==> src/ucie_phy_pkg.sv <==
package ucie_phy_pkg;

  // Field widths
  localparam int SB_MSG_W    = 4;
  localparam int RDI_STATE_W = 4;
  localparam int DWELL_W     = 2;

  typedef logic [SB_MSG_W-1:0]    sb_msg_t;
  typedef logic [RDI_STATE_W-1:0] rdi_state_t;
  typedef logic [DWELL_W-1:0]     dwell_cnt_t;

  // Sideband message codes, held as a level by the sender
  localparam sb_msg_t SB_IDLE       = 4'h0;
  localparam sb_msg_t SB_ACT_REQ    = 4'h1;
  localparam sb_msg_t SB_ACT_RSP    = 4'h2;
  localparam sb_msg_t SB_LNKERR_REQ = 4'h5;
  localparam sb_msg_t SB_LNKERR_RSP = 4'h6;
  localparam sb_msg_t SB_LNKRST_REQ = 4'h7;
  localparam sb_msg_t SB_LNKRST_RSP = 4'h8;

  // RDI state codes, shared by lp_state_req and pl_state_sts
  localparam rdi_state_t RDI_RESET     = 4'd0;
  localparam rdi_state_t RDI_ACTIVE    = 4'd1;
  localparam rdi_state_t RDI_LINKRESET = 4'd9;
  localparam rdi_state_t RDI_LINKERROR = 4'd10;

  // Last dwell count of training and of the partner-event timeout
  localparam dwell_cnt_t TRAIN_LAST   = 2'd3;
  localparam dwell_cnt_t TIMEOUT_LAST = 2'd3;

  typedef enum logic [3:0] {
    GLOBAL_RESET     = 4'd0,
    RESET            = 4'd1,
    LINK_TRAINING    = 4'd2,
    WAIT_FOR_ADAPTER = 4'd3,
    REQ_ACTIVE       = 4'd4,
    RSP_ACTIVE       = 4'd5,
    ACTIVE           = 4'd6,
    LINK_ERR_TX      = 4'd7,
    LINK_RST_TX      = 4'd8,
    LINK_RESET       = 4'd9,
    LINK_ERROR       = 4'd10
  } link_state_e;

  // Decoded adapter request plus local cause flags
  typedef struct packed {
    logic active_req;
    logic active_edge;
    logic linkreset_req;
    logic local_err;
    logic local_rst;
  } rdi_req_s;

  typedef struct packed {
    rdi_state_t pl_state_sts;
    logic       enable;
    logic       inband_pres;
    logic       phyinrecenter;
    logic       train_notify;
    sb_msg_t    sb_msg_out;
  } rdi_status_s;

endpackage

==> src/rdi_req_tracker.sv <==
module rdi_req_tracker (
  input  logic                     i_clk,
  input  logic                     i_rst_n,
  input  ucie_phy_pkg::rdi_state_t i_lp_state_req,
  input  logic                     i_lp_linkerror,
  input  logic                     i_phy_trainerror,
  input  ucie_phy_pkg::link_state_e i_state,
  output ucie_phy_pkg::rdi_req_s   o_req
);

  import ucie_phy_pkg::*;

  rdi_state_t r_prev_req;
  logic       r_local_err;
  logic       r_local_rst;
  logic       w_err;
  logic       w_active_req;
  logic       w_linkreset_req;

  assign w_err           = i_lp_linkerror | i_phy_trainerror;
  assign w_active_req    = (i_lp_state_req == RDI_ACTIVE);
  assign w_linkreset_req = (i_lp_state_req == RDI_LINKRESET);

  always_ff @(posedge i_clk or negedge i_rst_n) begin
    if (!i_rst_n) begin
      r_prev_req  <= RDI_RESET;
      r_local_err <= 1'b0;
      r_local_rst <= 1'b0;
    end else begin
      r_prev_req <= i_lp_state_req;
      // Active retires old causes and keeps only one raised right now
      if (i_state == ACTIVE) begin
        r_local_err <= w_err;
        r_local_rst <= w_linkreset_req & ~w_err;
      end else if (w_err) begin
        r_local_err <= 1'b1;
      end else if (w_linkreset_req) begin
        r_local_rst <= 1'b1;
      end
    end
  end

  always_comb begin
    o_req.active_req    = w_active_req;
    // Reset to Active transition of the request
    o_req.active_edge   = w_active_req & (r_prev_req == RDI_RESET);
    o_req.linkreset_req = w_linkreset_req;
    o_req.local_err     = r_local_err;
    o_req.local_rst     = r_local_rst;
  end

endmodule

==> src/phy_link_timer.sv <==
module phy_link_timer (
  input  logic                      i_clk,
  input  logic                      i_rst_n,
  input  ucie_phy_pkg::link_state_e i_state,
  output logic                      o_train_done,
  output logic                      o_timeout_done
);

  import ucie_phy_pkg::*;

  link_state_e r_prev_state;
  dwell_cnt_t  r_cnt;
  dwell_cnt_t  w_cnt;
  logic        w_in_timeout;

  // Count restarts at zero on the first cycle of a new state
  assign w_cnt = (i_state != r_prev_state) ? '0 : r_cnt;

  always_ff @(posedge i_clk or negedge i_rst_n) begin
    if (!i_rst_n) begin
      r_prev_state <= GLOBAL_RESET;
      r_cnt        <= '0;
    end else begin
      r_prev_state <= i_state;
      r_cnt        <= w_cnt + 1'b1;
    end
  end

  assign w_in_timeout = (i_state == LINK_RESET) || (i_state == LINK_ERROR);

  assign o_train_done   = (i_state == LINK_TRAINING) && (w_cnt == TRAIN_LAST);
  assign o_timeout_done = w_in_timeout && (w_cnt == TIMEOUT_LAST);

endmodule

==> src/phy_link_fsm.sv <==
module phy_link_fsm (
  input  logic                       i_clk,
  input  logic                       i_rst_n,
  input  ucie_phy_pkg::rdi_req_s     i_req,
  input  logic                       i_lp_linkerror,
  input  logic                       i_phy_trainerror,
  input  ucie_phy_pkg::sb_msg_t      i_sb_msg_in,
  input  logic                       i_start_training,
  input  logic                       i_train_notify_in,
  input  logic                       i_train_done,
  input  logic                       i_timeout_done,
  output ucie_phy_pkg::link_state_e  o_state
);

  import ucie_phy_pkg::*;

  link_state_e r_state;
  link_state_e w_next_state;
  link_state_e w_abort_state;
  logic        w_abort;
  logic        w_err;
  logic        w_any_flag;

  assign w_err      = i_lp_linkerror | i_phy_trainerror;
  assign w_any_flag = i_req.local_err | i_req.local_rst;

  always_ff @(posedge i_clk or negedge i_rst_n) begin
    if (!i_rst_n) begin
      r_state <= GLOBAL_RESET;
    end else begin
      r_state <= w_next_state;
    end
  end

  // Error and reset entry shared by the abort group, error ranked first
  always_comb begin
    w_abort       = 1'b1;
    w_abort_state = r_state;
    if (w_err) begin
      w_abort_state = LINK_ERR_TX;
    end else if (i_sb_msg_in == SB_LNKERR_REQ) begin
      w_abort_state = LINK_ERROR;
    end else if (i_req.linkreset_req && (r_state != LINK_RESET)) begin
      w_abort_state = LINK_RST_TX;
    end else if ((i_sb_msg_in == SB_LNKRST_REQ) && (r_state != LINK_RESET)) begin
      w_abort_state = LINK_RESET;
    end else begin
      w_abort = 1'b0;
    end
  end

  always_comb begin
    w_next_state = r_state;
    case (r_state)
      GLOBAL_RESET: begin
        w_next_state = LINK_TRAINING;
      end

      RESET: begin
        if (w_abort) begin
          w_next_state = w_abort_state;
        end else if (i_start_training || i_train_notify_in ||
                     (i_req.active_edge && w_any_flag)) begin
          w_next_state = LINK_TRAINING;
        end
      end

      LINK_TRAINING: begin
        if (w_abort) begin
          w_next_state = w_abort_state;
        end else if (i_train_done) begin
          w_next_state = WAIT_FOR_ADAPTER;
        end
      end

      WAIT_FOR_ADAPTER: begin
        if (w_abort) begin
          w_next_state = w_abort_state;
        end else if ((i_sb_msg_in == SB_ACT_REQ) && w_any_flag) begin
          // Recovery after a local event skips the handshake
          w_next_state = ACTIVE;
        end else if (i_sb_msg_in == SB_ACT_REQ) begin
          w_next_state = RSP_ACTIVE;
        end else if (i_req.active_req) begin
          w_next_state = REQ_ACTIVE;
        end
      end

      REQ_ACTIVE: begin
        if (w_abort) begin
          w_next_state = w_abort_state;
        end else if (i_sb_msg_in == SB_ACT_RSP) begin
          w_next_state = ACTIVE;
        end else if (i_sb_msg_in == SB_ACT_REQ) begin
          w_next_state = RSP_ACTIVE;
        end
      end

      RSP_ACTIVE: begin
        if (w_abort) begin
          w_next_state = w_abort_state;
        end else if (i_req.active_req) begin
          w_next_state = ACTIVE;
        end
      end

      ACTIVE: begin
        if (w_abort) begin
          w_next_state = w_abort_state;
        end
      end

      LINK_ERR_TX: begin
        if ((i_sb_msg_in == SB_LNKERR_RSP) || (i_sb_msg_in == SB_LNKERR_REQ)) begin
          w_next_state = LINK_ERROR;
        end
      end

      LINK_RST_TX: begin
        if (i_sb_msg_in == SB_LNKERR_RSP) begin
          w_next_state = LINK_ERROR;
        end else if (i_sb_msg_in == SB_LNKRST_RSP) begin
          w_next_state = LINK_RESET;
        end
      end

      LINK_RESET: begin
        if (w_abort) begin
          w_next_state = w_abort_state;
        end else if ((i_req.local_rst && i_req.active_req) ||
                     (!i_req.local_rst && i_timeout_done)) begin
          w_next_state = RESET;
        end
      end

      LINK_ERROR: begin
        // Local cause waits for the adapter, partner cause times out
        if ((i_req.local_err && i_req.active_req) ||
            (!i_req.local_err && i_timeout_done)) begin
          w_next_state = RESET;
        end
      end

      default: begin
        w_next_state = RESET;
      end
    endcase
  end

  assign o_state = r_state;

endmodule

==> src/rdi_status_encode.sv <==
module rdi_status_encode (
  input  ucie_phy_pkg::link_state_e i_state,
  output ucie_phy_pkg::rdi_status_s o_status
);

  import ucie_phy_pkg::*;

  always_comb begin
    o_status.pl_state_sts  = RDI_RESET;
    o_status.enable        = 1'b0;
    o_status.inband_pres   = 1'b0;
    o_status.phyinrecenter = 1'b0;
    o_status.train_notify  = 1'b0;
    o_status.sb_msg_out    = SB_IDLE;

    case (i_state)
      GLOBAL_RESET, RESET: begin
        o_status.pl_state_sts = RDI_RESET;
      end

      LINK_TRAINING: begin
        o_status.phyinrecenter = 1'b1;
        // Tells the partner die to start training too
        o_status.train_notify  = 1'b1;
      end

      WAIT_FOR_ADAPTER, RSP_ACTIVE: begin
        o_status.inband_pres = 1'b1;
      end

      REQ_ACTIVE: begin
        o_status.inband_pres = 1'b1;
        o_status.sb_msg_out  = SB_ACT_REQ;
      end

      ACTIVE: begin
        o_status.pl_state_sts = RDI_ACTIVE;
        o_status.enable       = 1'b1;
        o_status.inband_pres  = 1'b1;
        o_status.sb_msg_out   = SB_ACT_RSP;
      end

      // Link stays up while the request is in flight
      LINK_ERR_TX: begin
        o_status.pl_state_sts = RDI_ACTIVE;
        o_status.enable       = 1'b1;
        o_status.sb_msg_out   = SB_LNKERR_REQ;
      end

      LINK_RST_TX: begin
        o_status.pl_state_sts = RDI_ACTIVE;
        o_status.enable       = 1'b1;
        o_status.sb_msg_out   = SB_LNKRST_REQ;
      end

      LINK_RESET: begin
        o_status.pl_state_sts = RDI_LINKRESET;
        o_status.sb_msg_out   = SB_LNKRST_RSP;
      end

      LINK_ERROR: begin
        o_status.pl_state_sts = RDI_LINKERROR;
        o_status.sb_msg_out   = SB_LNKERR_RSP;
      end

      default: begin
        o_status.pl_state_sts = RDI_RESET;
      end
    endcase
  end

endmodule

==> src/ucie_phy_top.sv <==
module ucie_phy_top (
  input  logic                     i_clk,
  input  logic                     i_rst_n,

  // Adapter side of RDI
  input  ucie_phy_pkg::rdi_state_t i_rdi_lp_state_req,
  input  logic                     i_rdi_lp_linkerror,

  // PHY and CSR
  input  logic                     i_phy_trainerror,
  input  logic                     i_start_training,

  // Partner die
  input  ucie_phy_pkg::sb_msg_t    i_sb_msg_in,
  input  logic                     i_train_notify_in,

  output ucie_phy_pkg::rdi_state_t o_rdi_pl_state_sts,
  output logic                     o_rdi_enable,
  output logic                     o_rdi_pl_inband_pres,
  output logic                     o_rdi_pl_phyinrecenter,
  output ucie_phy_pkg::sb_msg_t    o_sb_msg_out,
  output logic                     o_train_notify_out
);

  import ucie_phy_pkg::*;

  rdi_req_s    w_req;
  link_state_e w_state;
  logic        w_train_done;
  logic        w_timeout_done;
  rdi_status_s w_status;

  rdi_req_tracker u_tracker (
    .i_clk            (i_clk),
    .i_rst_n          (i_rst_n),
    .i_lp_state_req   (i_rdi_lp_state_req),
    .i_lp_linkerror   (i_rdi_lp_linkerror),
    .i_phy_trainerror (i_phy_trainerror),
    .i_state          (w_state),
    .o_req            (w_req)
  );

  phy_link_timer u_timer (
    .i_clk          (i_clk),
    .i_rst_n        (i_rst_n),
    .i_state        (w_state),
    .o_train_done   (w_train_done),
    .o_timeout_done (w_timeout_done)
  );

  phy_link_fsm u_fsm (
    .i_clk             (i_clk),
    .i_rst_n           (i_rst_n),
    .i_req             (w_req),
    .i_lp_linkerror    (i_rdi_lp_linkerror),
    .i_phy_trainerror  (i_phy_trainerror),
    .i_sb_msg_in       (i_sb_msg_in),
    .i_start_training  (i_start_training),
    .i_train_notify_in (i_train_notify_in),
    .i_train_done      (w_train_done),
    .i_timeout_done    (w_timeout_done),
    .o_state           (w_state)
  );

  rdi_status_encode u_encode (
    .i_state  (w_state),
    .o_status (w_status)
  );

  assign o_rdi_pl_state_sts     = w_status.pl_state_sts;
  assign o_rdi_enable           = w_status.enable;
  assign o_rdi_pl_inband_pres   = w_status.inband_pres;
  assign o_rdi_pl_phyinrecenter = w_status.phyinrecenter;
  assign o_sb_msg_out           = w_status.sb_msg_out;
  assign o_train_notify_out     = w_status.train_notify;

endmodule

==> config.mk <==
export PLATFORM = sky130hd
export DESIGN_NAME = ucie_phy_top
export DESIGN_NICKNAME = d
export VERILOG_FILES = /design/src/ucie_phy_pkg.sv /design/src/rdi_req_tracker.sv /design/src/phy_link_timer.sv /design/src/phy_link_fsm.sv /design/src/rdi_status_encode.sv /design/src/ucie_phy_top.sv
export SDC_FILE = /design/constraint.sdc
export NUM_CORES = 1
export LEC_CHECK = 0
export BUFFER_PORTS_ARGS = -buffer_cell sky130_fd_sc_hd__buf_4
export CORE_MARGIN = 2
export CORE_UTILIZATION = 35
export DETAILED_ROUTE_END_ITERATION = 10
export GPL_ROUTABILITY_DRIVEN = 0
export PLACE_DENSITY = 0.53
export SETUP_SLACK_MARGIN = 0.1
export SLEW_MARGIN = 20
export SYNTH_ARGS = -nofsm -noshare
export SYNTH_HDL_FRONTEND = slang
export SYNTH_HIERARCHICAL = 1
export SYNTH_SLANG_ARGS = --single-unit
==> constraint.sdc <==
create_clock -name i_clk -period 5.3 [get_ports i_clk]
set_input_delay 0.53 -clock i_clk [delete_from_list [all_inputs] [get_ports i_clk]]
set_output_delay 0.53 -clock i_clk [all_outputs]
set_load 0.005 [all_outputs]
==> results of run 1 <==
[cells by family (layout without fill, tap and decap cells)]
family	after synthesis	after routing
fa+ha+maj	2	2
other cells	1	1
compound gates	44	44
mux	8	8
simple gates	67	67
xor+xnor	8	8
buf+inv	19	31
flops	16	16
[cell usage in the layout (no fill, tap or decap), types with 2 or more instances in the layout]
cell type  count
nand4b_1       2
nand2_1        9
o31ai_1        6
and4bb_2       4
nor3b_1        3
and2_1         3
nor4_2         2
inv_1          3
o21ai_0       13
mux2i_1        3
a2111oi_0      2
mux2_2         5
nor2b_1        5
clkbuf_8       4
a21oi_1        7
xor2_1         4
nor2_1        11
nand2b_1       7
o211ai_1       2
nand3b_1       4
xnor2_1        4
nor4b_1        3
dfrtp_1       15
nand3_1        2
buf_4         24
[metal layers]
| metal | routed length [um] | up-vias | share of wire | global-route usage |
|---|---|---|---|---|
| met2 | 1570 | 15 | 0.47 | 0.242 |
| met1 | 1630 | 597 | 0.49 | 0.241 |
| met5 | 0 | - | 0 | 0 |
| li1 | - | 632 | - | - |
| met4 | 33 | 0 | 0.0099 | 0.0600 |
| met3 | 82 | 2 | 0.025 | 0.0146 |
[worst max-delay path, cell delays in order, from the launching register on]
cell and delay (ps):
dfrtp_1 970, xor2_1 160, nor4_2 340, and2_1 180
ha_1 140, nand2b_1 70, nor3b_1 260, mux2i_1 110
a221o_1 390, o21ai_2 190, nand3_2 140, mux2_2 310
[state kept, by name, indices dropped and copies added, names as in the netlist]
name	flops
u_fsm/o_state	4
u_timer/r_cnt	2
u_timer/r_prev_state	4
u_tracker/r_local_err	1
u_tracker/r_local_rst	1
u_tracker/r_prev_req	4
[area by class of cell]
cell class	instances	area (um2)
Clock buffer	4	55.1
Sequential cell	16	402
Inverter	3	11.3
Tap cell	50	62.6
Multi-Input combinational cell	130	955
Timing Repair Buffer	24	180
Fill cell	410	2330
[worst max-delay path by stage]
stage	end	slack, ps	from	cells past startpoint
3_5_place_dp	u_fsm/o_state[1]	1870	u_fsm/o_state[1]	11
3_3_place_gp	u_fsm/o_state[1]	1990	u_fsm/o_state[1]	11
4_1_cts	u_fsm/o_state[2]	1850	u_fsm/o_state[1]	11
6_report	u_fsm/o_state[2]	1930	u_fsm/o_state[0]	11
2_1_floorplan	u_fsm/o_state[0]	2640	u_fsm/o_state[0]	11
5_1_grt	u_fsm/o_state[1]	1500	u_fsm/o_state[0]	11
[power by group through the flow]
stage	clock network [mW]	registers (mW)	logic (mW)
2_1_floorplan	0	0.206	0.407
3_3_place_gp	0	0.294	0.442
3_5_place_dp	0	0.298	0.449
4_1_cts	0.107	0.295	0.451
5_1_grt	0.112	0.318	0.507
6_report	0.103	0.295	0.446
[through the flow]
step / instance area, um2 / cells / setup WS (ps) / utilization
2_1_floorplan: 1460 / 165 / 2640 / -
3_3_place_gp: 1610 / 223 / 1990 / 0.402
3_5_place_dp: 1610 / 223 / 1870 / 0.402
4_1_cts: 1660 / 227 / 1850 / 0.416
5_1_grt: 1670 / 227 / 1500 / 0.416
6_report: 1670 / 227 / 1930 / 0.416
==> results.toml, run 1 <==
[worst_setup_path]
critPathRequiredTime_ps = 5420
reg2reg_from = "u_fsm/o_state[0]"
cp-end-kind = "flop"
r2r_cells = 11
worstSetupPathType = "reg -> reg"
critPathLaunchType = "flop"
critical_path_arrival_ps = 3500
cp_max_fo = 34
reg2reg_slack_ps = 1930
timing.rr.end = "u_fsm/o_state[2]"

[synthesis]
synth-compound-area-share = 0.205
ys_ff_latch = 16
synth_area_leaders = "dfrtp_1 (27%), o21ai_0 (4.5%), mux2_2 (3.9%)"
postSynthAreaPerCell_um2 = 8.84
synth_ff_type = "dfrtp_1"
syn_nets = 180
synth_xor_area_frac = 0.0480
yosys_warnings = 6
synth-simple-area-share = 0.324
synth_top_area_share = 0.274
synth_area_um2 = 1460
async_reset_ff_frac = 1.00
synth-edff-count = 0
synthTopCellsByCount = "dfrtp_1 (16), o21ai_0 (13), nor2_1 (11)"
synth_mux_area_frac = 0.0592
synthAdderAreaFrac = 0.0154
synth_top_area_cell = "dfrtp_1"
synth_seq_area_share = 0.274
synth_cell_types = 56
synth.most_common_cell = "dfrtp_1"
syn_inst = 165
synth_top_family_by_area = "simple AND/OR/NAND/NOR gates"

[final_layout]
drive_gt1_frac = 0.271
antenna_cells = 0
area_growth_pct = 14.2
nets = 193

[drt]
vias = 1246
postRouteAntennaNets = 0
firstDrtPassIters = 4
wirelength_mm = 3.32
drtIter0Drc = 84
avgViaCountPerCell = 5.49
avgRoutedWirePerCell_um = 14.6
drc = 0

[timing]
finClkSkew_ps = 1.34
tightest_slew_ps = 956
period_minus_slack_ps = 3370
relSlewSlack = 0.363
finalCritPeriodShare = 0.636
timing.hold.ws_ps = 130
max_freq_ghz = 0.297
rsz0062_at_grt = "false"
setup_tns_ps = 0
drv_slew = 0
hold_violations = 0
setup_viol = 0

[floorplan]
die_w_um = 68.6
dieArea_um2 = 4700
io_pins = 26
start_util = 0.365
core_area_um2 = 4000
die_h_um = 68.6
rows = 23

[clock_network]
clock-sinks = 16
cts-resized-gates = 0
cts_hold_buf = 0
cts_tree = "yes"
clk_pin_slew_ps = 60
cts_setup_buffers = 0
clock_path_buffers = 2
clk_latency_ps = 240
h-tree-depth = 1
cts_buffers = 3
cts_root_buf = "clkbuf_8"

[placement]
port_buffers = 24
hpwl_mm = 2.38

[power]
pwr-share-clk = 0.122
power_uw = 844
comb_power_share = 0.528
p_per_area_nw_per_um2 = 507
peakVddDrop_uv = 206
internal_power_uw = 475
seqPwrFrac = 0.350
power_leakage_nw = 0.653
p_sw_uw = 369
sw_frac_of_total = 0.437

[global_routing]
antenna_found_initial = 0
grt_overflow_total = 0
grt_pass1_vias = 1196
grt.total_usage = 0.162
grt_max_degree = 37
grt_pass1_wl_mm = 5.82

[min_path]
min_path_type = "in -> async"

[outcome]
status = "finished, final reports clean"

[flow_run]
maxCapViolCount = 0
(Power assumes the default switching activity.)
==> inputs of run 2 (changes only) <==
--- a/config.mk
+++ b/config.mk
@@ -10,7 +10,7 @@
 export CORE_UTILIZATION = 35
 export DETAILED_ROUTE_END_ITERATION = 10
 export GPL_ROUTABILITY_DRIVEN = 0
-export PLACE_DENSITY = 0.53
+export PLACE_DENSITY = 0.55
 export SETUP_SLACK_MARGIN = 0.1
 export SLEW_MARGIN = 20
 export SYNTH_ARGS = -nofsm -noshare
==> constraint.sdc (replaced) <==
create_clock -name i_clk -period 2.95 [get_ports i_clk]
set_input_delay 0.295 -clock i_clk [delete_from_list [all_inputs] [get_ports i_clk]]
set_output_delay 0.295 -clock i_clk [all_outputs]
set_load 0.005 [all_outputs]
==> results.toml, run 2 (synthesis results as in run 1) <==
[worst_setup_path]
cp.depth = 11
slowest_delay_ps = 400
worstSetupPathType = "reg -> reg"
cp_num_buf_inv = 0
crit_slowest_cell = "dfrtp_1"
timing.rr.end = "u_fsm/o_state[2]"
cp-end-kind = "flop"
critPathLaunchType = "flop"
critPathRequiredTime_ps = 3080
r2r_cells = 11
critical_path_arrival_ps = 2860
crit_family = "simple AND/OR/NAND/NOR gates"
crit_chain = "xor2_1 -> nor4_2 -> and2_1 -> ha_2 -> nand2b_4 -> nor3b_4 -> mux2i_1 -> a221o_1 -> o21ai_2 -> nand3_2 -> mux2_4"
reg2reg_slack_ps = 220
reg2reg_from = "u_fsm/o_state[2]"
cp_max_fo = 4
crit_start = "u_fsm/o_state[2]"

[final_layout]
antenna_cells = 0
fillCellCount = 383
mostFrequentLayoutCell = "buf_4"
multi_input_area_um2 = 990
ff_latch_area_um2 = 400
drive_gt1_frac = 0.310
mostFrequentLayoutCells = "buf_4 (30), dfrtp_1 (16), o21ai_0 (13)"
area_growth_pct = 20.2
nets = 200

[timing]
setup_tns_ps = 0
hold_violations = 0
rsz0062_at_grt = "true"
drv_slew = 0
tightest_slew_ps = 635
max_freq_ghz = 0.366
setup_viol = 0
period_minus_slack_ps = 2730
finClkSkew_ps = 1.73
finalCritPeriodShare = 0.926
timing.hold.ws_ps = 169
relSlewSlack = 0.566

[power]
p_sw_uw = 693
power_leakage_nw = 0.706
power_mw = 1.62
pwr-share-clk = 0.117
peakVddDrop_uv = 394
seqPwrFrac = 0.208
sw_frac_of_total = 0.428
internal_power_uw = 928
p_per_area_nw_per_um2 = 924
comb_power_share = 0.675

[placement]
hpwl_mm = 2.46
port_buffers = 24

[clock_network]
clk_latency_ps = 250
h-tree-depth = 1
clock-sinks = 16
cts_tree = "yes"
cts_root_buf = "clkbuf_8"
clock_path_buffers = 2
clk_pin_slew_ps = 60
cts_buffers = 3

[global_routing]
grt_pass1_vias = 1201
antenna_found_initial = 0
grt.total_usage = 0.149
grt_max_degree = 36
grt_pass1_wl_mm = 5.45
grt_overflow_total = 0

[flow_run]
maxCapViolCount = 0

[drt]
drc = 0
avgViaCountPerCell = 5.60
avgRoutedWirePerCell_um = 14.6
firstDrtPassIters = 4
vias = 1310
wirelength_mm = 3.42
postRouteAntennaNets = 0
drtIter0Drc = 44

[min_path]
min_path_type = "in -> reg"
min_to = "u_tracker/r_prev_req[1]"
whs_path_depth = 1
hold_path.startpoint = "i_rdi_lp_state_req[1]"

[floorplan]
io_pins = 26
core_area_um2 = 4000
start_util = 0.365
die_h_um = 68.6
rows = 23
die_w_um = 68.6
dieArea_um2 = 4700

[outcome]
status = "finished, final reports clean"
==> run 2: power groups by stage <==
stage | combinational (mW) | clock, mW | sequential (mW)
after floorplan | 0.731 | 0 | 0.371
after global placement | 1.02 | 0 | 0.340
after detailed placement | 1.03 | 0 | 0.340
after CTS | 1.04 | 0.194 | 0.338
after global routing | 1.21 | 0.206 | 0.345
final | 1.09 | 0.189 | 0.338
==> run 2: final cells by class <==
| type | instances | share of cell area |
|---|---|---|
| clock buffers | 4 | 0.0314 |
| inverters | 3 | 0.00642 |
| multi-input cells | 130 | 0.564 |
| flip-flops and latches | 16 | 0.228 |
| well taps | 50 | 0.0357 |
| repair buffers | 31 | 0.134 |
==> run 2: worst max path at each step <==
| stage | endpoint | slack [ps] |
|---|---|---|
| final | u_fsm/o_state[2] | 220 |
| after global routing | u_fsm/o_state[2] | 70 |
| after CTS | u_fsm/o_state[0] | 160 |
| after detailed placement | u_fsm/o_state[0] | 220 |
| after global placement | u_fsm/o_state[1] | 290 |
| after floorplan | u_fsm/o_state[0] | 290 |
==> run 2: repair_timing <==
action	in CTS	in global routing
buffers inserted	0	2
hold buffers	1	0
gates resized for setup	0	7
endpoints found under the setup margin	0	4
endpoints found under the hold margin	16	0
==> run 2: routing by layer <==
metal	routed length, um	global-route usage
met5	0	0
met4	33	0.0450
met3	102	0.00974
met2	1680	0.262
met1	1600	0.194
==> run 2: metrics by stage <==
stage | instance area (um2) | std cells | util | worst slack [ps]
6_report | 1750 | 234 | 0.439 | 218
4_1_cts | 1700 | 232 | 0.426 | 163
2_1_floorplan | 1460 | 165 | - | 291
3_5_place_dp | 1640 | 227 | 0.410 | 217
3_3_place_gp | 1640 | 227 | 0.410 | 287
5_1_grt | 1750 | 234 | 0.439 | 69.8
